`src/logic/bdd_settings.svh`:
```
`ifndef BDD_SETTINGS_SVH
`define BDD_SETTINGS_SVH

// Node and variable widths
`define BDD_INDEX_W 24
`define BDD_VAR_W 8
`define BDD_VAR_COUNT 32 // Deepest recursion the stacks must hold

`define REQ_STACK_DEPTH (3 * `BDD_VAR_COUNT)
`define RES_STACK_DEPTH (2 * `BDD_VAR_COUNT)

// Host config port, word addressed
`define CFG_ADDR_W 16
`define CFG_DATA_W 32
`define CFG_WORD_F 0
`define CFG_WORD_G 1
`define CFG_WORD_START 2
`define CFG_WORD_RESULT 6

// Terminal nodes
`define BDD_ZERO {`BDD_INDEX_W{1'b0}}
`define BDD_ONE {{(`BDD_INDEX_W - 1){1'b0}}, 1'b1}

`endif

```
`src/logic/bddPkg.sv`:
```
`include "bdd_settings.svh"

package bddPkg;

	typedef logic [`BDD_INDEX_W-1:0] bddIndexT;
	typedef logic [`BDD_VAR_W-1:0] bddVarT;

	typedef enum logic {
		applyState = 1'b0,
		reduceState = 1'b1
	} reqStateT;

	typedef struct packed {
		bddIndexT f;
		bddIndexT g;
		bddVarT top; // Variable of the node a Reduce builds
		reqStateT state;
	} bddRequestT;

	typedef enum logic {
		fetch = 1'b0,
		findOrInsert = 1'b1
	} agentChanT;

	// a and b hold f and g on a fetch and e and t on a find-or-insert
	typedef struct packed {
		agentChanT chan;
		bddIndexT a;
		bddIndexT b;
		bddVarT top;
	} agentRequestT;

	typedef struct packed {
		agentChanT chan;
		logic simpleHit;
		bddIndexT result;
		bddIndexT fn; // Then cofactor of f
		bddIndexT fnv; // Else cofactor of f
		bddIndexT gn;
		bddIndexT gnv;
		bddVarT top;
	} agentResultT;

endpackage

```
`src/logic/agentPort.sv`:
```
`timescale 1ns/1ns

module agentPort
	import bddPkg::*;
(
	input logic clk,
	input logic reset,
	input logic fetchReq,
	input bddIndexT fetchF,
	input bddIndexT fetchG,
	input logic insertReq,
	input bddIndexT insertE,
	input bddIndexT insertT,
	input bddVarT insertTop,
	output agentRequestT agentReq,
	output logic agentReqValid,
	input logic agentReqReady,
	input agentResultT agentRes,
	input logic agentResValid,
	output logic fetchDone,
	output agentResultT fetchResult,
	output logic insertDone,
	output bddIndexT insertResult
);

	// Held valid until the agent takes it
	always_ff @(posedge clk)
	begin
		if (reset)
			agentReqValid <= 1'b0;
		else if (fetchReq || insertReq)
			agentReqValid <= 1'b1;
		else if (agentReqReady)
			agentReqValid <= 1'b0;
	end

	// One source at a time, and only when nothing is outstanding
	always_ff @(posedge clk)
	begin
		if (fetchReq)
		begin
			agentReq.chan <= fetch;
			agentReq.a <= fetchF;
			agentReq.b <= fetchG;
			agentReq.top <= '0;
		end
		else if (insertReq)
		begin
			agentReq.chan <= findOrInsert;
			agentReq.a <= insertE;
			agentReq.b <= insertT;
			agentReq.top <= insertTop;
		end
	end

	// Responses are always taken and steered by channel
	assign fetchDone = agentResValid && (agentRes.chan == fetch);
	assign fetchResult = agentRes;
	assign insertDone = agentResValid && (agentRes.chan == findOrInsert);
	assign insertResult = agentRes.result;

endmodule

```
`config.mk`:
```
export PLATFORM = sky130hd
export DESIGN_NAME = agentPort
export DESIGN_NICKNAME = d
export VERILOG_FILES = /design/src/logic/bddPkg.sv /design/src/logic/agentPort.sv
export VERILOG_INCLUDE_DIRS = /design/src /design/src/logic
export SDC_FILE = /design/constraint.sdc
export NUM_CORES = 1
export LEC_CHECK = 0
export BUFFER_PORTS_ARGS = -buffer_cell sky130_fd_sc_hd__buf_2
export CORE_AREA = 10 10 167 169
export CTS_CLUSTER_SIZE = 14
export DETAILED_ROUTE_END_ITERATION = 16
export DIE_AREA = 0 0 177 179
export GPL_ROUTABILITY_DRIVEN = 0
export SETUP_SLACK_MARGIN = 0.02
export SYNTH_ARGS = -nofsm -noshare
export SYNTH_HDL_FRONTEND = slang
export SYNTH_SLANG_ARGS = --single-unit
```
`constraint.sdc`:
```
create_clock -name clk -period 3.34 [get_ports clk]
set_input_delay 0.835 -clock clk [delete_from_list [all_inputs] [get_ports clk]]
set_output_delay 0.835 -clock clk [all_outputs]
set_load 0.03 [all_outputs]
```
==> results list <==
* Status: finished clean
- Critical setup path kind: input pin to output pin
- Number of remaining DRC errors: 0
- After clock tree synthesis, the clock-pin slew on the worst setup and hold paths is roughly 50 ps.
- The filler cells instantiated in the layout total about 2800.
- The tool flagged a number of max-cap violations equal to 0.
- Worst-Skew Late Latency: 320 ps
* Number of synthesis warnings: 0
* Area delta synth->final: 9.36%
- The clock arrives with 0 ps of skew.
- Count of H-tree levels built during CTS: 3
- The number of nets handed over by synthesis was 540.
- For this configuration, the core starts out at a cell density of 0.140.
- Along the worst path, the maximum fanout reaches 3.
- Crit-path cells: buf_2 -> and2_1 -> buf_2
- For this design, the CTS-stage hold fixing added 0 buffers.
- Dividing the final minimum period by the clock period gives 0.650.
- Summing every instance area after synthesis gives approximately 0.0035 sq mm.
- Die Y-Extent: 179 microns
- Entering global routing, the biggest net connects 48 pins.
* Worst slack, placed: between 900 and 1000 ps
- Cell with the biggest individual delay on the critical path: buf_2
- Antenna diode count: 0
- Critical path arrival: 1340 ps
- At the end of the flow the core is filled with cells to 0.154.
- The die covers 0.0317 sq mm.
* Number of distinct library cell variants in the gate-level netlist after synthesis: 17
- Setup violations remaining at the end of the flow were counted as 0.
* Clk sinks: between 50 and 60
- The routed layout has between 2000 and 2500 vias.
* Most frequent cell on the critical path: buf_2
- Highest attainable clock frequency: 460 MHz
- Gates resized during post-CTS repair numbered 0.
* Wire length after detailed routing: 17.0 mm
- Synthesis inferred 58 register bits.
- Die span in x: 177 microns
- The critical path contains buffers and inverters numbering 2 combined.
- Least-Margin Pin Slew: 558 ps
- Setup repair after global routing left no endpoint under its margin.
- The initial antenna violation count was 0.
* Post-synthesis average cell area: 11.6 sq um
- On the worst path, the slowest cell contributes a delay of around 220 ps.
* Worst hold slack after final layout: 465 ps
- For this design the ratio of total power to cell area is 555 mW/mm^2.
- Port buffering added roughly 170 buffers.
* Wire length of the first global-routing pass: 21.0 mm
* Post-route setup slack: between 1000 and 1500 ps
- Vias in the first global route: 2349
- Of the synthesized area, sequential elements account for 0.472.
- Post-detailed-route wirelength per cell: about 26 microns
* Number of buffers added by the clock tree synthesis step: 9
- The clock passes through at most 2 buffers.
- Number of nets with antenna violations after detailed routing: 0
- Peak ir drop on the vdd network: 0.161 mV
- In the final design database the tool counted 559 nets.
- The first TritonRoute pass finished after 4 iterations.
- Starting DRC count in detailed routing: 115
- Gate count of the mapped netlist: 300
* Clock root cell: clkbuf_16
- Number of setup buffers added after CTS: 0
* Overall overflow remaining after global route: 0
* Placed inst area: 0.00353 sq mm
* Number of rows in the core area: just under 60
- Required time at the worst-slack endpoint: 2500 ps
- Top-level port count: about 450
- Cell family with the largest share of critical-path delay: buffers and inverters
* Reg-to-reg setup timing slack: ~2700 ps
- The final hold violation count came to 0.
- Vias per Instance: roughly 3.4
* CORE AREA: about 0.025 sq mm
- CTS tree: built
- In the final layout, the share of cells above drive strength 1 is 0.593.
- Max transition margin: 0.628
- The tightest min-delay check is of the flip-flop to flip-flop type.
* Final Max Tran Viols: 0
* Sum of negative setup slack: 0 ps
- Sort of element at the end of the critical path: output pin
- In the global route stage, overall resource usage came out at 0.0976.
- Final design area excluding fillers: 0.00380 sq mm
- Leakage power figure: 1.69 nW
- The worst setup path is launched from an input pin.
- The clock period could shrink to about 2200 ps.
* HPWL after DPL: 14.9 mm
cell families after synthesis:
| kind of cell | count (synthesis) | synth area share |
|---|---|---|
| AO/OA/AOI/OAI | 49 | 0.121 |
| buffers and inverters | 168 | 0.360 |
| flip-flops | 58 | 0.472 |
| multiplexers | 8 | 0.0230 |
| AND/OR/NAND/NOR | 17 | 0.0234 |
per-layer routing:
layer	track usage	wire length, microns	share of wire
met5	0.00960	36	0.0021
met2	0.166	8160	0.48
met3	0.121	4570	0.27
met1	0.0577	3730	0.22
met4	0.0375	489	0.029
layout by cell type (no fill, tap or decap), drive strengths merged:
| cell | n |
|---|---|
| inv | 1 |
| nand2b | 1 |
| clkinv | 3 |
| nor2b | 2 |
| edfxtp | 48 |
| clkbuf | 11 |
| o21ai | 1 |
| clkinvlp | 2 |
| nor2 | 11 |
| a22o | 47 |
| a21oi | 1 |
| dfxtp | 10 |
| buf | 175 |
| mux2i | 8 |
| nand2 | 2 |
| and2 | 1 |
path summary, 6_finish.rpt:
kind,to,cells past startpoint,from
setup / recovery,insertDone,3,agentRes[129]
hold reg to reg,agentReqValid,2,agentReqValid
setup reg to reg,agentReq[0],2,agentReq[0]
hold / removal,agentReqValid,2,agentReqValid
cells in the mapped netlist:
cell / number / area share
buf_6: 4 / 0.013
and2_1: 1 / 0.0018
nand2_1: 2 / 0.0022
nand2b_1: 1 / 0.0018
nor2b_1: 1 / 0.0018
nor2_1: 11 / 0.012
buf_4: 156 / 0.34
dfxtp_1: 10 / 0.058
a21oi_1: 1 / 0.0014
buf_2: 3 / 0.0043
o21ai_0: 1 / 0.0014
inv_1: 1 / 0.0011
mux2i_1: 8 / 0.023
nor2b_4: 1 / 0.0040
edfxtp_1: 48 / 0.41
a22o_1: 47 / 0.12
clkbuf_1: 4 / 0.0043
power breakdown:
part           switching [mW]  internal [mW]
clock network           0.307          0.517
registers              0.0201          0.866
logic                   0.262          0.136
total                   0.589           1.52
cell type report:
| type | count | area, sq um | area share |
|---|---|---|---|
| clock inverter | 5 | 30.0 | 0.00790 |
| tap | 330 | 413 | 0.109 |
| sequential | 58 | 1640 | 0.432 |
| clock buffer | 11 | 243 | 0.0639 |
| inverter | 1 | 3.75 | 0.000988 |
| timing repair buffer | 175 | 886 | 0.233 |
| multi-input combinational | 74 | 583 | 0.153 |
registers in the layout, summed over array words and instances (netlist names):
signal         count
agentReq          57
agentReqValid      1
worst register-to-register path, delay by kind of cell, from the launching register on:
family | cells | cell delay, ps
DFF | 1 | 310
muxes | 1 | 120
and+or+nand+nor | 1 | 60
per-stage QoR:
step,cells,power [mW]
floorplan,300,1.48
global placement,638,1.30
detailed placement,638,1.31
CTS,654,2.15
global route,654,2.22
finish,654,2.11
(Power assumes the default switching activity.)
