**src/logic/bdd_settings.svh**
```systemverilog
`ifndef BDD_SETTINGS_SVH
`define BDD_SETTINGS_SVH

// Node and variable widths
`define BDD_INDEX_W 24
`define BDD_VAR_W 8
`define BDD_VAR_COUNT 32 // Deepest recursion the stacks must hold

`define REQ_STACK_DEPTH (3 * `BDD_VAR_COUNT)
`define RES_STACK_DEPTH (2 * `BDD_VAR_COUNT)

// Host config port, word addressed
`define CFG_ADDR_W 16
`define CFG_DATA_W 32
`define CFG_WORD_F 0
`define CFG_WORD_G 1
`define CFG_WORD_START 2
`define CFG_WORD_RESULT 6

// Terminal nodes
`define BDD_ZERO {`BDD_INDEX_W{1'b0}}
`define BDD_ONE {{(`BDD_INDEX_W - 1){1'b0}}, 1'b1}

`endif

```
**src/logic/bddPkg.sv**
```systemverilog
`include "bdd_settings.svh"

package bddPkg;

	typedef logic [`BDD_INDEX_W-1:0] bddIndexT;
	typedef logic [`BDD_VAR_W-1:0] bddVarT;

	typedef enum logic {
		applyState = 1'b0,
		reduceState = 1'b1
	} reqStateT;

	typedef struct packed {
		bddIndexT f;
		bddIndexT g;
		bddVarT top; // Variable of the node a Reduce builds
		reqStateT state;
	} bddRequestT;

	typedef enum logic {
		fetch = 1'b0,
		findOrInsert = 1'b1
	} agentChanT;

	// a and b hold f and g on a fetch and e and t on a find-or-insert
	typedef struct packed {
		agentChanT chan;
		bddIndexT a;
		bddIndexT b;
		bddVarT top;
	} agentRequestT;

	typedef struct packed {
		agentChanT chan;
		logic simpleHit;
		bddIndexT result;
		bddIndexT fn; // Then cofactor of f
		bddIndexT fnv; // Else cofactor of f
		bddIndexT gn;
		bddIndexT gnv;
		bddVarT top;
	} agentResultT;

endpackage

```
**src/logic/reduceUnit.sv**
```systemverilog
`timescale 1ns/1ns

module reduceUnit
	import bddPkg::*;
(
	input logic clk,
	input logic reset,
	input logic reduceStart,
	input bddVarT reduceTop,
	input bddIndexT resTop,
	input bddIndexT resNext,
	output logic resPopTwo,
	output logic resPush,
	output bddIndexT resPushData,
	output logic insertReq,
	output bddIndexT insertE,
	output bddIndexT insertT,
	output bddVarT insertTop,
	input logic insertDone,
	input bddIndexT insertResult,
	output logic reduceDone
);

	typedef enum logic [2:0] {
		rdIdle,
		rdCompare,
		rdRequest,
		rdWait,
		rdPush
	} rdStateT;

	rdStateT state;
	bddIndexT e; // Else result, top of stack
	bddIndexT t; // Then result, one below
	bddVarT top;
	bddIndexT reduced;

	// Both operands leave the stack on the edge that latches them
	assign resPopTwo = reduceStart;
	assign insertReq = (state == rdRequest);
	assign insertE = e;
	assign insertT = t;
	assign insertTop = top;
	assign resPush = (state == rdPush);
	assign resPushData = reduced;
	assign reduceDone = (state == rdPush);

	always_ff @(posedge clk)
	begin
		if (reset)
			state <= rdIdle;
		else
		begin
			case (state)
				rdIdle:
				begin
					if (reduceStart)
						state <= rdCompare;
				end
				rdCompare: state <= (e == t) ? rdPush : rdRequest;
				rdRequest: state <= rdWait;
				rdWait:
				begin
					if (insertDone)
						state <= rdPush;
				end
				rdPush: state <= rdIdle;
				default: state <= rdIdle;
			endcase
		end
	end

	always_ff @(posedge clk)
	begin
		if (reduceStart)
		begin
			e <= resTop;
			t <= resNext;
			top <= reduceTop;
		end
		if (state == rdCompare)
			reduced <= e; // Equal halves need no new node
		if (state == rdWait && insertDone)
			reduced <= insertResult;
	end

endmodule

```
**config.mk**
```make
export PLATFORM = sky130hd
export DESIGN_NAME = reduceUnit
export DESIGN_NICKNAME = d
export VERILOG_FILES = /design/src/logic/bddPkg.sv /design/src/logic/reduceUnit.sv
export VERILOG_INCLUDE_DIRS = /design/src /design/src/logic
export SDC_FILE = /design/constraint.sdc
export NUM_CORES = 1
export LEC_CHECK = 0
export ABC_CLOCK_PERIOD_IN_PS = 2900
export BUFFER_PORTS_ARGS = -buffer_cell sky130_fd_sc_hd__clkbuf_2
export CAP_MARGIN = 15
export CORE_ASPECT_RATIO = 0.9
export CORE_MARGIN = 10
export CORE_UTILIZATION = 48
export DETAILED_ROUTE_END_ITERATION = 10
export GPL_TIMING_DRIVEN = 0
export PLACE_DENSITY = 0.85
export SLEW_MARGIN = 40
export SYNTH_ARGS = -nofsm -noshare
export SYNTH_HDL_FRONTEND = slang
export SYNTH_SLANG_ARGS = --single-unit
```
**constraint.sdc**
```tcl
create_clock -name clk -period 2.9 [get_ports clk]
set_clock_uncertainty 0.05 [all_clocks]
set_input_delay 0.435 -clock clk [delete_from_list [all_inputs] [get_ports clk]]
set_output_delay 0.435 -clock clk [all_outputs]
set_load 0.005 [all_outputs]
```
==> flow_metrics.tcl <==
set metrics [dict create \
    wl_um 8330 \
    ys_top_cells_by_count "sky130_fd_sc_hd__edfxtp_1 (80), sky130_fd_sc_hd__xnor2_1 (24), sky130_fd_sc_hd__mux2_2 (22)" \
    rsz0062_at_grt "false" \
    vdd.ir_drop.worst_v 0.000465 \
    critPathRequiredTime_ns 2.78 \
    grt_antenna_before_repair 0 \
    synth_seq_cells 83 \
    post-route-period-util_pct 66.5 \
    post_layout_nonfiller_instances 433 \
    placed_cells 418 \
    cts_buffer_depth 2 \
    total_core_area_sq_mm 0.00625 \
    worst-path-max-fanout 24 \
    critPathArrivalTime_ns 1.81 \
    fmax_mhz 519 \
    clk_transition_reported_paths_ns 0.08 \
    postSynth.asyncResetShare_pct 0 \
    worst-path-buf-inv 1 \
    number_of_clock_sinks 83 \
    top_usage_layer "met2" \
    final_count_of_hold_timing_violations 0 \
    synth.avg_cell_area_sq_um 19.3 \
    clk_latency_ns 0.34 \
    cts_made_buffers 9 \
    timing.hold.worst.class "primary input to flip-flop" \
    synth_enable_flop_cells 80 \
    class_of_the_most_critical_setup_path "flip-flop to flip-flop" \
    postLayoutSetupSlackWorst_ns 0.973 \
    wire_length_of_the_first_global_routing_pass_um 12500 \
    num_antenna_cells 0 \
    fin_setup_tns_ns 0 \
    cp-end-kind "flip-flop" \
    max_slew_violations 0 \
    post_cts_resized 0 \
    largest_area_contributor_in_the_synthesized_netlist "sky130_fd_sc_hd__edfxtp_1" \
    postCtsSetupBuffers 0 \
    critical_path.cell_chain "nand4b_4, buf_2, nand2_2" \
    worst_path_dominant_cell_family "simple AND/OR/NAND/NOR gates" \
    grt_usage_pct 15.9 \
    placed_cell_area_sq_mm 0.00411 \
    layout.nets 426 \
    layout.cell_area.non_filler_sq_mm 0.00427 \
    via_total_after_detailed_routing 2063 \
    synthTopCellsByArea "sky130_fd_sc_hd__edfxtp_1 (76%), sky130_fd_sc_hd__mux2_2 (7.8%), sky130_fd_sc_hd__xnor2_1 (6.6%)" \
    drive_gt1_share_pct 61.0 \
    largest_net_degree_at_the_start_of_global_routing 59 \
    fillCellCount 452 \
    timing.critical_path.slowest_cell_delay_ns 0.46 \
    slew-limit-headroom_pct 51.1 \
    static-leakage-power_nw 1.80 \
    yosys.cell_types.count 23 \
    power_density_cells_mw_per_mm2 585 \
    timing.final.setup_violations 0 \
    postSynthCellCount 164 \
    gpl.final_weighted_congestion 0.737 \
    synth_flop_cell "sky130_fd_sc_hd__edfxtp_1" \
    final_period_minus_worst_setup_slack_ns 1.93 \
    ctsHoldBuffers 0 \
    grt.overflow.total 0 \
    grt.met3_usage_pct 9.27 \
    syn_nets 248 \
    yosysMostFrequentCell "sky130_fd_sc_hd__edfxtp_1" \
    cts_htree_levels 3 \
    use_met2_pct 28.2 \
    die_w_um 106 \
    die-area_sq_mm 0.0102 \
    tritoncts "done" \
    rows 27 \
    synthesis.area_sq_mm 0.00316 \
    use_met1_pct 15.6 \
    synth.top_cell.area_share_pct 75.9 \
    startpoint_type "flip-flop" \
    dpl_worst_slack_ns 0.842 \
    buffer_ports.inserted 167 \
    cts-root-buf "sky130_fd_sc_hd__clkbuf_8" \
    height_of_the_die_um 97.0 \
    seq_area_frac_synth_pct 77.8 \
    first_global_vias 2298 \
    area_growth_pct 35.0 \
    wl_per_cell_um 19.2 \
    run_status "completed" \
    detail_route.vias_per_cell 4.76 \
    boundaryPins 168 \
    drv_cap 0 \
    postRouteAntennaNets 0 \
    detailedPlacementHpwl_um 6570 \
    yosysWarnings 0 \
    start_util_pct 50.6 \
    timing.critical_path.slowest_stage_cell "sky130_fd_sc_hd__nand2_2" \
    drt_drc_violations_left 0 \
    detailed_routing_iterations_pass_1 4 \
    worstMarginPinSlew_ns 0.734 \
    detailedRoute.firstIterationViolations 74 \
]
-- layout make-up --
| class | instances | area (sq um) | share of cell area [%] |
|---|---|---|---|
| buffer | 6 | 47.5 | 1.11 |
| clock buffer | 10 | 128 | 2.99 |
| clock inverter | 5 | 31.3 | 0.732 |
| inverter | 1 | 3.75 | 0.0879 |
| multi-input combinational | 74 | 652 | 15.3 |
| sequential | 83 | 2460 | 57.6 |
| tap | 87 | 109 | 2.55 |
| timing repair buffer | 167 | 838 | 19.6 |
-- final timing paths --
| kind | startpoint | to | slack [ns] | cells after the start |
|---|---|---|---|---|
| min reg2reg | state[2] | state[0] | 0.50 | 1 |
| max reg2reg | state[2] | resPushData[7] | 0.97 | 3 |
| min | resTop[18] | insertE[18] | 0.22 | 1 |
| max | state[2] | resPushData[7] | 0.97 | 3 |
-- registers in the layout, summed over array words and instances (netlist names) --
signal / count
insertE: 24
insertT: 24
resPushData: 24
insertTop: 8
state: 3
-- placed cells by master, fill, tap and decap left out, drive strengths merged, types with 3 or more instances in the layout --
cell	n
a21oi	4
buf	7
clkbuf	176
clkinvlp	3
dfxtp	3
edfxtp	80
mux2	24
nand4	6
nor2	5
xnor2	24
-- layer usage --
layer / wire [um] / part of all wire, %
met4: 65 / 0.78
met3: 870 / 10
met1: 2960 / 36
met2: 4440 / 53
met5: 0 / 0
-- through the flow --
step	hold slack (ns)	utilization, %	power, W
6_report	0.217	68.3	0.00250
5_1_grt	0.188	68.3	0.00262
4_1_cts	0.196	68.3	0.00254
3_5_place_dp	0.469	65.8	0.00185
3_3_place_gp	0.442	65.7	0.00184
2_1_floorplan	0.414	-	0.00164
-- logic make-up after synthesis --
kind of cell	after synthesis	share of synthesized area, %
AND/OR/NAND/NOR	20	4.07
multiplexers	24	8.54
flip-flops	83	77.8
XOR/XNOR	24	6.65
AO/OA/AOI/OAI	6	1.27
buffers and inverters	7	1.62
-- power by group --
group          internal, W  switching [W]  total, W
Combinational     0.000169       0.000154  0.000323
Sequential         0.00144      0.0000555   0.00149
Clock             0.000302       0.000382  0.000684
(Power assumes the default switching activity.)
