==> config.mk <==
export PLATFORM = sky130hd
export DESIGN_NAME = requestSequencer
export DESIGN_NICKNAME = d
export VERILOG_FILES = /design/src/logic/bddPkg.sv /design/src/logic/requestSequencer.sv
export VERILOG_INCLUDE_DIRS = /design/src /design/src/logic
export SDC_FILE = /design/constraint.sdc
export NUM_CORES = 1
export LEC_CHECK = 0
export ABC_AREA = 1
export BUFFER_PORTS_ARGS = -buffer_cell sky130_fd_sc_hd__buf_2
export CORE_AREA = 5 5 171 173
export DETAILED_ROUTE_END_ITERATION = 10
export DIE_AREA = 0 0 176 178
export PLACE_DENSITY = 0.66
export SLEW_MARGIN = 5
export SYNTH_ARGS = -nofsm -noshare
export SYNTH_HDL_FRONTEND = slang
export SYNTH_SLANG_ARGS = --single-unit
==> constraint.sdc <==
create_clock -name clk -period 2.9 [get_ports clk]
set_input_delay 0.29 -clock clk [delete_from_list [all_inputs] [get_ports clk]]
set_output_delay 0.29 -clock clk [all_outputs]
set_load 0.02 [all_outputs]
==> src/logic/bdd_settings.svh <==
`ifndef BDD_SETTINGS_SVH
`define BDD_SETTINGS_SVH

// Node and variable widths
`define BDD_INDEX_W 24
`define BDD_VAR_W 8
`define BDD_VAR_COUNT 32 // Deepest recursion the stacks must hold

`define REQ_STACK_DEPTH (3 * `BDD_VAR_COUNT)
`define RES_STACK_DEPTH (2 * `BDD_VAR_COUNT)

// Host config port, word addressed
`define CFG_ADDR_W 16
`define CFG_DATA_W 32
`define CFG_WORD_F 0
`define CFG_WORD_G 1
`define CFG_WORD_START 2
`define CFG_WORD_RESULT 6

// Terminal nodes
`define BDD_ZERO {`BDD_INDEX_W{1'b0}}
`define BDD_ONE {{(`BDD_INDEX_W - 1){1'b0}}, 1'b1}

`endif

==> src/logic/bddPkg.sv <==
`include "bdd_settings.svh"

package bddPkg;

	typedef logic [`BDD_INDEX_W-1:0] bddIndexT;
	typedef logic [`BDD_VAR_W-1:0] bddVarT;

	typedef enum logic {
		applyState = 1'b0,
		reduceState = 1'b1
	} reqStateT;

	typedef struct packed {
		bddIndexT f;
		bddIndexT g;
		bddVarT top; // Variable of the node a Reduce builds
		reqStateT state;
	} bddRequestT;

	typedef enum logic {
		fetch = 1'b0,
		findOrInsert = 1'b1
	} agentChanT;

	// a and b hold f and g on a fetch and e and t on a find-or-insert
	typedef struct packed {
		agentChanT chan;
		bddIndexT a;
		bddIndexT b;
		bddVarT top;
	} agentRequestT;

	typedef struct packed {
		agentChanT chan;
		logic simpleHit;
		bddIndexT result;
		bddIndexT fn; // Then cofactor of f
		bddIndexT fnv; // Else cofactor of f
		bddIndexT gn;
		bddIndexT gnv;
		bddVarT top;
	} agentResultT;

endpackage

==> src/logic/requestSequencer.sv <==
`timescale 1ns/1ns

`include "bdd_settings.svh"

module requestSequencer
	import bddPkg::*;
(
	input logic clk,
	input logic reset,
	input logic [`CFG_ADDR_W-1:0] cfgAddress,
	input logic cfgWrite,
	input logic [`CFG_DATA_W-1:0] cfgWriteData,
	input logic cfgRead,
	output logic [`CFG_DATA_W-1:0] cfgReadData,
	output logic cfgReadValid,
	output logic reqPush,
	output bddRequestT reqPushData,
	output logic reqPop,
	input bddRequestT reqTop,
	input logic reqEmpty,
	output logic resPush,
	output bddIndexT resPushData,
	input bddIndexT resTop,
	output logic fetchReq,
	output bddIndexT fetchF,
	output bddIndexT fetchG,
	input logic fetchDone,
	input agentResultT fetchResult,
	output logic reduceStart,
	output bddVarT reduceTop,
	input logic reduceDone,
	output logic clear
);

	localparam logic [`CFG_ADDR_W-1:0] wordF = `CFG_WORD_F;
	localparam logic [`CFG_ADDR_W-1:0] wordG = `CFG_WORD_G;
	localparam logic [`CFG_ADDR_W-1:0] wordStart = `CFG_WORD_START;
	localparam logic [`CFG_ADDR_W-1:0] wordResult = `CFG_WORD_RESULT;

	typedef enum logic [2:0] {
		seqIdle,
		seqDispatch, // Current request goes out
		seqWait, // Fetch or Reduce outstanding
		seqHit,
		seqThen,
		seqElse,
		seqFinish
	} seqStateT;

	seqStateT state;
	bddRequestT current;
	agentResultT answer; // Last fetch response
	bddIndexT finalResult;
	logic finished;
	logic busy;
	logic hostWrite;
	logic startWrite;
	logic advance;

	assign busy = (state != seqIdle);
	assign hostWrite = cfgWrite && !busy;
	assign startWrite = hostWrite && (cfgAddress == wordStart);

	// A result is on its way to the stack so the next request can come up
	assign advance = (state == seqHit) || (state == seqWait && reduceDone);
	assign reqPop = advance && !reqEmpty;

	// Then-apply is issued while the Else-apply is being pushed
	assign fetchReq = (state == seqDispatch || state == seqElse) && current.state == applyState;
	assign reduceStart = (state == seqDispatch) && current.state == reduceState;
	assign fetchF = current.f;
	assign fetchG = current.g;
	assign reduceTop = current.top;
	assign resPush = (state == seqHit);
	assign resPushData = answer.result;
	assign reqPush = (state == seqThen) || (state == seqElse);
	assign clear = (state == seqFinish);

	always_comb
	begin
		reqPushData.f = answer.fnv;
		reqPushData.g = answer.gnv;
		reqPushData.top = '0;
		reqPushData.state = applyState;
		if (state == seqThen)
		begin
			// Reduce sits below the Else-apply until both halves are back
			reqPushData.f = '0;
			reqPushData.g = '0;
			reqPushData.top = answer.top;
			reqPushData.state = reduceState;
		end
	end

	always_ff @(posedge clk)
	begin
		if (reset)
			state <= seqIdle;
		else
		begin
			case (state)
				seqIdle:
				begin
					if (startWrite)
						state <= seqDispatch;
				end
				seqDispatch: state <= seqWait;
				seqWait:
				begin
					if (fetchDone)
						state <= fetchResult.simpleHit ? seqHit : seqThen;
					else if (reduceDone)
						state <= reqEmpty ? seqFinish : seqDispatch;
				end
				seqHit: state <= reqEmpty ? seqFinish : seqDispatch;
				seqThen: state <= seqElse;
				seqElse: state <= seqWait;
				seqFinish: state <= seqIdle;
				default: state <= seqIdle;
			endcase
		end
	end

	always_ff @(posedge clk)
	begin
		if (hostWrite && cfgAddress == wordF)
			current.f <= cfgWriteData[`BDD_INDEX_W-1:0];
		if (hostWrite && cfgAddress == wordG)
			current.g <= cfgWriteData[`BDD_INDEX_W-1:0];
		if (startWrite)
		begin
			current.top <= '0;
			current.state <= applyState;
		end
		if (state == seqThen)
		begin
			current.f <= answer.fn;
			current.g <= answer.gn;
			current.top <= '0;
			current.state <= applyState;
		end
		if (reqPop)
			current <= reqTop;
		if (fetchDone)
			answer <= fetchResult;
	end

	always_ff @(posedge clk)
	begin
		if (reset)
		begin
			finished <= 1'b1; // Idle controller counts as finished
			finalResult <= `BDD_ZERO;
			cfgReadValid <= 1'b0;
		end
		else
		begin
			if (startWrite)
				finished <= 1'b0;
			if (state == seqFinish)
			begin
				finished <= 1'b1;
				finalResult <= resTop; // Last entry left on the result stack
			end
			cfgReadValid <= cfgRead && (cfgAddress == wordResult);
		end
	end

	always_ff @(posedge clk)
	begin
		cfgReadData <= finished ? {{(`CFG_DATA_W - `BDD_INDEX_W){1'b0}}, finalResult} : '1;
	end

endmodule

==> flow_summary.ini <==
[worst_setup_path]
crit_path_start_kind = register
crit_required_ps = 3110
max_stage_delay_ps = 690
crit_chain = nor2_1 > nand2_1 > nor2_1 > nand2_1 > o31ai_4 > buf_4
r2r-end = fetchF[11]$_DFFE_PP_
worstPathArrival_ps = 2580
cp_max_fo = 15
r2r-start = state[0]$_SDFFE_PP0P_
rr_worst_depth = 6
end_kind = register
cp_slowest_cell = o31ai_4
reg2reg_slack_ps = 520
crit_type = register to register

[finish]
nFillCells = 2452
multi_input_area_um2 = 1889
drive_gt1_share_pct = 34.45
postLayoutCellArea_um2 = 13730
area_growth_pct = 41.05
regArea_um2 = 6636
layout.nets = 1676
final_cell_mix = buf_2 (431), nand2_1 (308), edfxtp_1 (185)
final_common_cell = buf_2

[job]
cap_violations = 0

[cts]
cts.path.max_buffers = 3
cts_tree = done
cts_inserted_buffers = 26
cts_resized = 0
clock_sinks = 239
htree_levels = 1
root_buffer = clkbuf_16
clock_latency_ps = 520
clk_pin_slew_ps = 60

[synth]
synth_nets = 1197
synth-seq-cells = 239
synth_top_cell_by_area = edfxtp_1
synth_cell_type_count = 22
avgSynthCellArea_um2 = 10.45
netlist_area_um2 = 9732
synth_top_area_share_pct = 57.08
synth_cells = 931
synth_warnings = 0
yosys-top-cells-area = edfxtp_1 (57%), nand2_1 (12%), dfxtp_1 (11%), buf_4 (6.9%), inv_1 (3.9%)
yosysSeqAreaShare_pct = 68.19

[global_routing]
groute.usage.overall_pct = 17.34
grt_max_degree = 61
first_global_vias = 7984
grt_overflow = 0
antenna_found_initial = 5
grt_pass1_wl_um = 42780

[die]
start_util_pct = 35.42
die_h_um = 178
coreArea_um2 = 27480
num_rows = 61
ios = 442
fp.dieW_um = 176
dieArea_um2 = 31330

[routing]
wl_um = 28710
route.detailed.drc = 0
met3_length_um = 2419
num_vias = 7707
wl_met1_um = 10750
dr.pass1.iters = 4
detail-route-antenna-nets = 0
via_per_inst = 4.340
routed.top_layer = met5
drtIter0Drc = 399
wl_met2_um = 14750
post_drt_wl_per_cell_um = 16.16

[min_path]
holdPathStages = 4
hp-class = primary input to register
min_to = cfgReadValid$_SDFF_PP0_
min_from = cfgAddress[8]

[timing]
final_max_slew_viol_count = 0
slew_headroom_pct = 29.53
hold_violations = 0
setup_viol = 0
fmax_mhz = 420.5
tightest_slew_ps = 1057
tns_ps = 0
fin_skew_ps = 7.222
rsz0062_at_grt = false
layout_min_cycle_time_ps = 2378
fin_crit_sh_pct = 82.00

[placement]
hpwlAfterDp_um = 19580
placed_area_um2 = 11620
gp_congestion = 0.8103
numPortBuffers = 432

[power]
powerDensity_nw_per_um2 = 561.6
p_total_uw = 7709
p_leak_uw = 0.006638
ir_drop_mv = 0.4319

[status]
outcome = completed
## power breakdown
| part | switching (uW) | total [uW] | internal [uW] |
|---|---|---|---|
| sequential | 40.7 | 3890 | 3850 |
| clock | 1310 | 3130 | 1830 |
| combinational | 345 | 687 | 343 |
## Yosys cell counts
cell and n:
inv_1 101, nor3_1 1, nand2_1 309, buf_6 4
nand2_2 1, nand3_1 8, buf_2 16, inv_2 5
clkbuf_1 12, nand3b_1 1, a21oi_1 26, o211ai_1 1
nor3_2 2, o31ai_1 2, o21ai_0 25, nor4_1 1
nor2_1 86, edfxtp_1 185, nand4_1 1, dfxtp_1 54
buf_4 89, nor3b_1 1
## worst max-delay path, delay by kind of cell (launching register included)
family | cells | cell delay (ps)
buffers and inverters | 1 | 390
AO/OA/AOI/OAI | 1 | 690
flip-flops | 1 | 360
AND/OR/NAND/NOR | 4 | 600
## kinds of logic (layout without fill, tap and decap cells)
kind of cell / count (synthesis) / after routing / share of synthesized area (%)
AO/OA/AOI/OAI: 54 / 54 / 2.854
buffers and inverters: 227 / 724 / 12.70
AND/OR/NAND/NOR: 411 / 411 / 16.25
flip-flops: 239 / 239 / 68.19
other: 0 / 2 / 0
## layout make-up
type / count / share of cell area [%]
inverter: 106 / 2.908
multi-input combinational: 465 / 13.76
antenna: 2 / 0.03646
sequential: 239 / 48.35
tap: 346 / 3.154
clock inverter: 7 / 0.2734
clock buffer: 39 / 5.624
timing repair buffer: 572 / 25.90
## worst max-delay path by stage
| stage | from | end | cells past startpoint |
|---|---|---|---|
| after floorplan | state[0]$_SDFFE_PP0P_ | fetchF[0]$_DFFE_PP_ | 5 |
| after global placement | state[0]$_SDFFE_PP0P_ | fetchF[11]$_DFFE_PP_ | 6 |
| after detailed placement | state[0]$_SDFFE_PP0P_ | fetchF[11]$_DFFE_PP_ | 6 |
| after CTS | state[0]$_SDFFE_PP0P_ | fetchF[5]$_DFFE_PP_ | 6 |
| after global routing | state[0]$_SDFFE_PP0P_ | fetchF[5]$_DFFE_PP_ | 6 |
| final | state[0]$_SDFFE_PP0P_ | fetchF[11]$_DFFE_PP_ | 6 |
## registers in the layout, indices dropped and copies added (netlist names)
signal and count:
reduceTop 8, state 3, cfgReadValid 1, fetchG 24, current 1, cfgReadData 25
finished 1, answer 104, resPushData 24, finalResult 24, fetchF 24
## timing repair
item,in CTS,in global routing
setup buffers,0,0
hold buffers,129,0
endpoints found under the hold margin,130,0
## layer usage
layer  vias up  global-route usage, %
li1       3829                      -
met5         -                      0
met4         8                  5.491
met1      3479                  19.72
met3        56                  5.002
met2       335                  31.54
## through the flow
step	hold slack (ps)	util (%)	setup slack, ps	instances
finish	33.37	49.96	522.1	1776
global placement	396.9	42.30	470.1	1599
detailed placement	399.0	42.30	448.4	1599
floorplan	362.4	-	-160.0	931
global route	13.04	49.95	258.8	1775
CTS	2.160	49.94	423.9	1774
(Power assumes the default switching activity.)
