## src/logic/bddLifo.sv

```systemverilog
`timescale 1ns/1ns

module bddLifo #(
	parameter type payloadT = logic [7:0],
	parameter int depth = 8
) (
	input logic clk,
	input logic reset,
	input logic clear,
	input logic push,
	input payloadT pushData,
	input logic popOne,
	input logic popTwo,
	output payloadT top,
	output payloadT next,
	output logic empty
);

	localparam int ptrW = $clog2(depth + 1);

	payloadT mem [2**ptrW]; // Covers every pointer value, wrapped ones included

	logic [ptrW-1:0] index; // First free slot
	logic [ptrW-1:0] topPtr;
	logic [ptrW-1:0] nextPtr;
	logic [ptrW-1:0] indexNew;
	logic [ptrW-1:0] topPtrNew;
	logic [ptrW-1:0] nextPtrNew;

	always_comb
	begin
		indexNew = index;
		topPtrNew = topPtr;
		nextPtrNew = nextPtr;
		if (push)
		begin
			indexNew = index + 1'b1;
			topPtrNew = index;
			nextPtrNew = topPtr;
		end
		else if (popTwo)
		begin
			indexNew = nextPtr;
			topPtrNew = nextPtr - 1'b1;
			nextPtrNew = nextPtr - 2'd2;
		end
		else if (popOne)
		begin
			indexNew = topPtr;
			topPtrNew = nextPtr;
			nextPtrNew = nextPtr - 1'b1;
		end
	end

	always_ff @(posedge clk)
	begin
		if (reset || clear)
		begin
			index <= '0;
			topPtr <= '1; // Just below the bottom slot
			nextPtr <= {{(ptrW - 1){1'b1}}, 1'b0};
		end
		else
		begin
			index <= indexNew;
			topPtr <= topPtrNew;
			nextPtr <= nextPtrNew;
		end
	end

	always_ff @(posedge clk)
	begin
		if (push)
			mem[index] <= pushData;
	end

	// Top two entries follow the new pointers, a pushed word goes straight to top
	always_ff @(posedge clk)
	begin
		top <= push ? pushData : mem[topPtrNew];
		next <= mem[nextPtrNew];
	end

	assign empty = (index == '0);

endmodule

```

## config.mk

```make
export PLATFORM = sky130hd
export DESIGN_NAME = bddLifo
export DESIGN_NICKNAME = d
export VERILOG_FILES = /design/src/logic/bddLifo.sv
export SDC_FILE = /design/constraint.sdc
export NUM_CORES = 1
export LEC_CHECK = 0
export ABC_AREA = 1
export CAP_MARGIN = 20
export CORE_ASPECT_RATIO = 1.5
export CORE_MARGIN = 1
export CORE_UTILIZATION = 35
export CTS_BUF_LIST = sky130_fd_sc_hd__clkbuf_8
export CTS_CLUSTER_SIZE = 8
export DETAILED_ROUTE_END_ITERATION = 7
export DONT_BUFFER_PORTS = 1
export HOLD_SLACK_MARGIN = 0.06
export PLACE_DENSITY = 0.59
export SLEW_MARGIN = 10
export SYNTH_ARGS = -nofsm -noshare
export SYNTH_HDL_FRONTEND = slang
export SYNTH_SLANG_ARGS = --single-unit
```

## constraint.sdc

```tcl
create_clock -name clk -period 1.9 [get_ports clk]
set_input_delay 0.19 -clock clk [delete_from_list [all_inputs] [get_ports clk]]
set_output_delay 0.19 -clock clk [all_outputs]
set_load 0.02 [all_outputs]
```

==> results of run 1 <==
[flip-flops by register name, indices dropped and copies added (netlist names), named ones only]
signal / count
index: 4
mem: 128
next: 8
nextPtr: 4
topPtr: 4
[cells in the final DEF, fill, tap and decap left out, drive strengths merged]
cell,instances
nand3,166
nand2,151
edfxtp,128
inv,122
o21ai,65
a21oi,58
buf,51
nand3b,32
nor2,26
dfxtp,24
clkbuf,21
o211ai,17
dlygate4sd3,14
o221ai,9
clkinv,8
ha,7
clkinvlp,4
xnor2,2
a211oi,2
a31oi,2
or2,2
diode,1
xor2,1
o22ai,1
a311oi,1
o311ai,1
nand4,1
[timing repair]
action | 4_1_cts | 5_1_grt
cloned | 2 | 5
endpoints found under the hold margin | 143 | 0
setup endpoints to repair | 19 | 39
hold buffers | 14 | 0
buffers inserted | 0 | 9
pin swaps | 5 | 24
resized for setup | 24 | 53
[metal layers]
layer  up-vias  global-route usage, %
met1      3188                   25.5
met3        78                   4.40
met4         0                   12.6
met5         -                      0
met2       290                   36.5
li1       3068                      -
[worst paths after layout]
path	start	to	slack, ns	cells past startpoint
setup reg to reg	index[0]	mem[6][5]	0.10	4
hold / removal	push	index[1]	0.09	2
setup / recovery	flop	top[7]	-0.17	7
hold reg to reg	index[2]	index[2]	0.57	2
[through the flow]
| step | util (%) | setup slack, ns | hold WS [ns] | TNS, ns | power [mW] |
|---|---|---|---|---|---|
| after floorplan | - | 0.307 | 0.289 | 0 | 4.67 |
| after global placement | 38.1 | 0.0304 | 0.290 | 0 | 5.07 |
| after detailed placement | 38.1 | -0.000763 | 0.290 | -0.00488 | 5.08 |
| after CTS | 40.9 | -0.169 | 0.0671 | -1.10 | 7.39 |
| after global routing | 42.3 | -0.241 | 0.0998 | -1.53 | 7.82 |
| final | 42.3 | -0.173 | 0.0926 | -0.907 | 7.51 |
[power groups by stage]
stage | clock [mW] | combinational (mW) | sequential (mW)
floorplan | 0 | 0.823 | 3.85
global placement | 0 | 1.19 | 3.89
detailed placement | 0 | 1.20 | 3.89
CTS | 2.23 | 1.34 | 3.82
global route | 2.38 | 1.62 | 3.83
finish | 2.19 | 1.50 | 3.82
[layout make-up]
type                            count  area [µm²]  share of cell area [%]
Antenna cell                        1        2.50                  0.0271
Sequential cell                   152        4330                    47.0
Clock buffer                       17         234                    2.54
Clock inverter                     15         104                    1.13
Timing Repair Buffer               69         811                    8.79
Inverter                          119         449                    4.87
Tap cell                          272         340                    3.69
Multi-Input combinational cell    544        2950                    32.0
[kinds of logic after synthesis]
kind of cell,count (synthesis),share of synthesized area (%)
AOI/OAI and AO/OA,156,11.1
xor gates and xnor gates,3,0.335
adders and majority gates,7,1.12
buffers and inverters,175,9.47
DFF,152,55.2
and+or+nand+nor,378,22.8
[worst max-delay path, delay by kind of cell, from the launching register on]
family | cells | cell delay, ns
DFF | 1 | 0.45
AOI/OAI and AO/OA | 3 | 0.43
buffers and inverters | 2 | 0.29
and+or+nand+nor | 2 | 0.23
==> impl_metrics.ini, run 1 <==
[run_status]
status = finished, violations left
violations = setup timing

[worst_hold_path]
hp-class = input port to flop

[clocking]
cts.sink_count = 152
clk_pin_slew_ns = 0.09
cts_tree = built
clk_latency_ns = 0.47
cts_root_buf = clkbuf_8
h-tree-depth = 4
cts_buffers = 17
cts_buffer_depth = 2

[synthesis]
synthesis.nets = 892
synth.distinct_cells = 33
yosys.area.top_type_share_pct = 49.0
synth_cells = 871
syn_area_um2 = 7840
synth_warnings = 0
async_flop_share_pct = 0
synth_area_per_cell_um2 = 9.00
synth_top_area_cell = edfxtp_1
yosysMostFrequentCell = nand3_1
synth-seq-area-share_pct = 55.2
synth-seq-cells = 152
ys.flop_type = edfxtp_1
synth-edff-count = 128
netlist_top_cells_area = edfxtp_1 (49%), nand3_1 (11%), nand2_1 (7.0%)
netlist_top_cells_count = nand3_1 (165), nand2_1 (146), edfxtp_1 (128)

[floorplan]
die_x_um = 124
ios = 31
die_h_um = 185
die-area_um2 = 23000
coreArea_um2 = 21800
start_util_pct = 36.0
num_rows = 66

[placement]
port_buffers = 0
dp_hpwl_um = 15000
place.gp.congestion = 0.833
dpl-instance-area_um2 = 8300
place_inst = 1127

[detailed_routing]
wirelength_um = 24900
dr.pass1.iters = 5
num_vias = 6624
dr_wl_met2_um = 12400
wire_per_inst_um = 20.9
vias_per_cell = 5.57
dr.first_iter.drc_count = 731
ant_nets = 0
top_layer = met4
wl_met3_um = 1790
drc = 0
drt-met1-wl_um = 9420

[setup_path]
crit_fanout = 8
worstSetupPathType = flop to output pin
max_stage_delay_ns = 0.45
crit_path_cell_trace = buf_6 > buf_12 > a21oi_2 > o21ai_1 > nand2_1 > o211ai_1 > nand2_2
required_ns = 1.71
crit_path_top_delay_cell = dfxtp_4
endpoint_kind = output pin
worst_setup_path_start_kind = flop
crit_arrival_ns = 1.88

[grt]
overflow = 0
groute.usage.overall_pct = 21.8
antenna_found_initial = 0
grt_pass1_wl_um = 36300
grt_max_degree = 65
grt_pass1_vias = 6163

[pwr]
comb_power_share_pct = 20.0
swShare_pct = 31.7
ir_worst_vdd_uv = 476
p_switching_mw = 2.38
power_leakage_nw = 3.68
p_int_mw = 5.12
power_frac_seq_pct = 50.8
pwr-share-clk_pct = 29.1
power.density_nw_per_um2 = 814

[layout]
syn2layout_area_growth_pct = 17.6
stdcell_count = 1189
final_cell_area_um2 = 9220
drive_above_1_share_pct = 15.2
layout.nets = 924
fill_cells = 2132

[sta]
grt_setup_unrepaired = yes
max_freq_mhz = 482
fin_worst_skew_ns = 0.0115
worstMarginPinSlew_ns = 0.940
finalCritPeriodShare_pct = 109
setup_ws_ns = -0.173
finalHoldViolations = 0
period_minus_slack_ns = 2.07
report.final.slew_viol_count = 0
setup_viol = 8
slew_headroom_pct = 37.1

[run]
maxCapViolCount = 0
Note: power is estimated with default switching activity, not from simulation.
==> inputs of run 2 (changes only) <==
==> constraint.sdc (replaced) <==
create_clock -name clk -period 2.1 [get_ports clk]
set_input_delay 0.21 -clock clk [delete_from_list [all_inputs] [get_ports clk]]
set_output_delay 0.21 -clock clk [all_outputs]
set_load 0.02 [all_outputs]
==> impl_metrics.ini, run 2 (synthesis gave the netlist of run 1 again) <==
[setup_path]
worstSetupPathType = flop to output pin
crit_arrival_ns = 1.84
required_ns = 1.89
crit_path_cell_trace = buf_12 > o21ai_0 > a21oi_1 > o221ai_2 > nand2_2
setup.worst_path.end = top[5]
crit_path_top_delay_cell = dfxtp_2
endpoint_kind = output pin
rr_endpoint = mem[10][4]
rr_worst_depth = 3
path_depth = 5
critPathTopFamily = compound AO/OA/AOI/OAI gates
rrSetupSlack_ns = 0.15
reg2reg_from = index[1]
max_stage_delay_ns = 0.40
path_buf_inv = 1
crit_fanout = 32
worst_setup_path_start_kind = flop

[worst_hold_path]
hp-start = popTwo
hp-class = input port to flop

[layout]
fill_cells = 2173
drive_above_1_share_pct = 10.9
final_common_cell = nand3_1
mostFrequentLayoutCells = nand3_1 (164), nand2_1 (138), edfxtp_1 (128)
largest_reg_flops = 128
layout.nets = 908
reg.largest.list = mem (128), next (8)
top_register = mem
antenna_cells = 0
utilization_pct = 41.2
syn2layout_area_growth_pct = 14.5

[placement]
port_buffers = 0
place.gp.congestion = 0.822
dpl_worst_slack_ns = 0.144
dp_hpwl_um = 14900

[sta]
finalHoldViolations = 0
period_minus_slack_ns = 2.05
setup_viol = 0
finalCritPeriodShare_pct = 97.6
slew_headroom_pct = 24.9
fin_worst_skew_ns = 0.0198
setup_ws_ns = 0.0512
grt_setup_unrepaired = yes
max_freq_mhz = 488
report.final.slew_viol_count = 0
worstMarginPinSlew_ns = 1.12

[detailed_routing]
ant_nets = 0
wirelength_um = 24400
dr.pass1.iters = 5
vias_per_cell = 5.54
drc = 0
dr.first_iter.drc_count = 619
wire_per_inst_um = 20.8
num_vias = 6490

[grt]
overflow = 0
antenna_found_initial = 0
grt_pass1_vias = 6053
grt_max_degree = 66
grt_pass1_wl_um = 36000
groute.usage.overall_pct = 21.8

[pwr]
finalPower_mw = 7.13
power.density_nw_per_um2 = 795
power_leakage_nw = 3.61
ir_worst_vdd_uv = 453

[clocking]
cts_root_buf = clkbuf_8
cts_buffer_depth = 2
cts_buffers = 17
clk_pin_slew_ns = 0.09
cts_tree = built
cts.sink_count = 152
h-tree-depth = 4
clk_latency_ns = 0.48

[floorplan]
ios = 31
die_h_um = 185
start_util_pct = 36.0
coreArea_um2 = 21800
die_x_um = 124
die-area_um2 = 23000
num_rows = 66

[run]
maxCapViolCount = 0

[run_status]
status = completed
-- run 2: cell types whose count changed in the layout (fill, tap and decap cells not counted), moves of 5 or more --
cell | previous run | this run
buf_4 | 32 | 24
nor2_1 | 18 | 24
nor2_2 | 7 | 2
a21oi_2 | 6 | 0
o21ai_1 | 18 | 5
inv_4 | 1 | 6
a21oi_1 | 51 | 58
o21ai_0 | 43 | 60
-- run 2: power by group --
part	switching [mW]	leakage, nW	internal (mW)
combinational	0.831	2.03	0.400
sequential	0.0991	1.36	3.35
clock	1.14	0.233	1.32
total	2.07	3.61	5.06
-- run 2: per-layer routing --
metal | share of wire (%) | routed length, µm | GRT usage (%) | vias up
li1 | - | - | - | 3029
met4 | 3.8 | 931 | 10.3 | 0
met2 | 50 | 12300 | 37.0 | 256
met5 | 0 | 0 | 0 | -
met1 | 39 | 9420 | 25.7 | 3148
met3 | 7.2 | 1770 | 4.74 | 57
-- run 2: through the flow --
step	hold WS (ns)	TNS, ns	instance area [µm²]	cells
after global placement	0.311	0	8260	1121
after floorplan	0.309	0	7840	871
final	0.0821	0	8970	1172
after global routing	0.0864	-0.222	8970	1172
after detailed placement	0.310	0	8260	1121
after CTS	0.0622	0	8860	1170
-- run 2: layout make-up --
type	count	area, µm²	share of cell area [%]
well taps	272	340	3.79
repair buffers	53	603	6.72
clock inverters	14	176	1.97
clock buffers	18	248	2.76
flip-flops and latches	152	4330	48.2
inverters	119	449	5.00
multi-input cells	544	2830	31.5
-- run 2: worst min path at each step --
stage	end	slack (ns)	cells after the start
floorplan	mem[0][0]	0.31	0
global placement	mem[7][2]	0.31	0
detailed placement	mem[5][5]	0.31	0
CTS	index[0]	0.06	5
global route	nextPtr[1]	0.09	4
finish	index[0]	0.08	5
-- run 2: repair_timing --
action | 4_1_cts | 5_1_grt
pin swaps | 0 | 1
endpoints found under the setup margin | 8 | 18
buffers inserted | 2 | 0
hold buffers | 15 | 0
cloned | 0 | 2
gates resized for setup | 4 | 18
endpoints found under the hold margin | 141 | 0
-- run 2: worst min-delay path, delay by kind of cell --
kind / cells / cell delay (ns)
AO/OA/AOI/OAI: 1 / 0.05
buffers and inverters: 1 / 0.07
AND/OR/NAND/NOR: 3 / 0.16
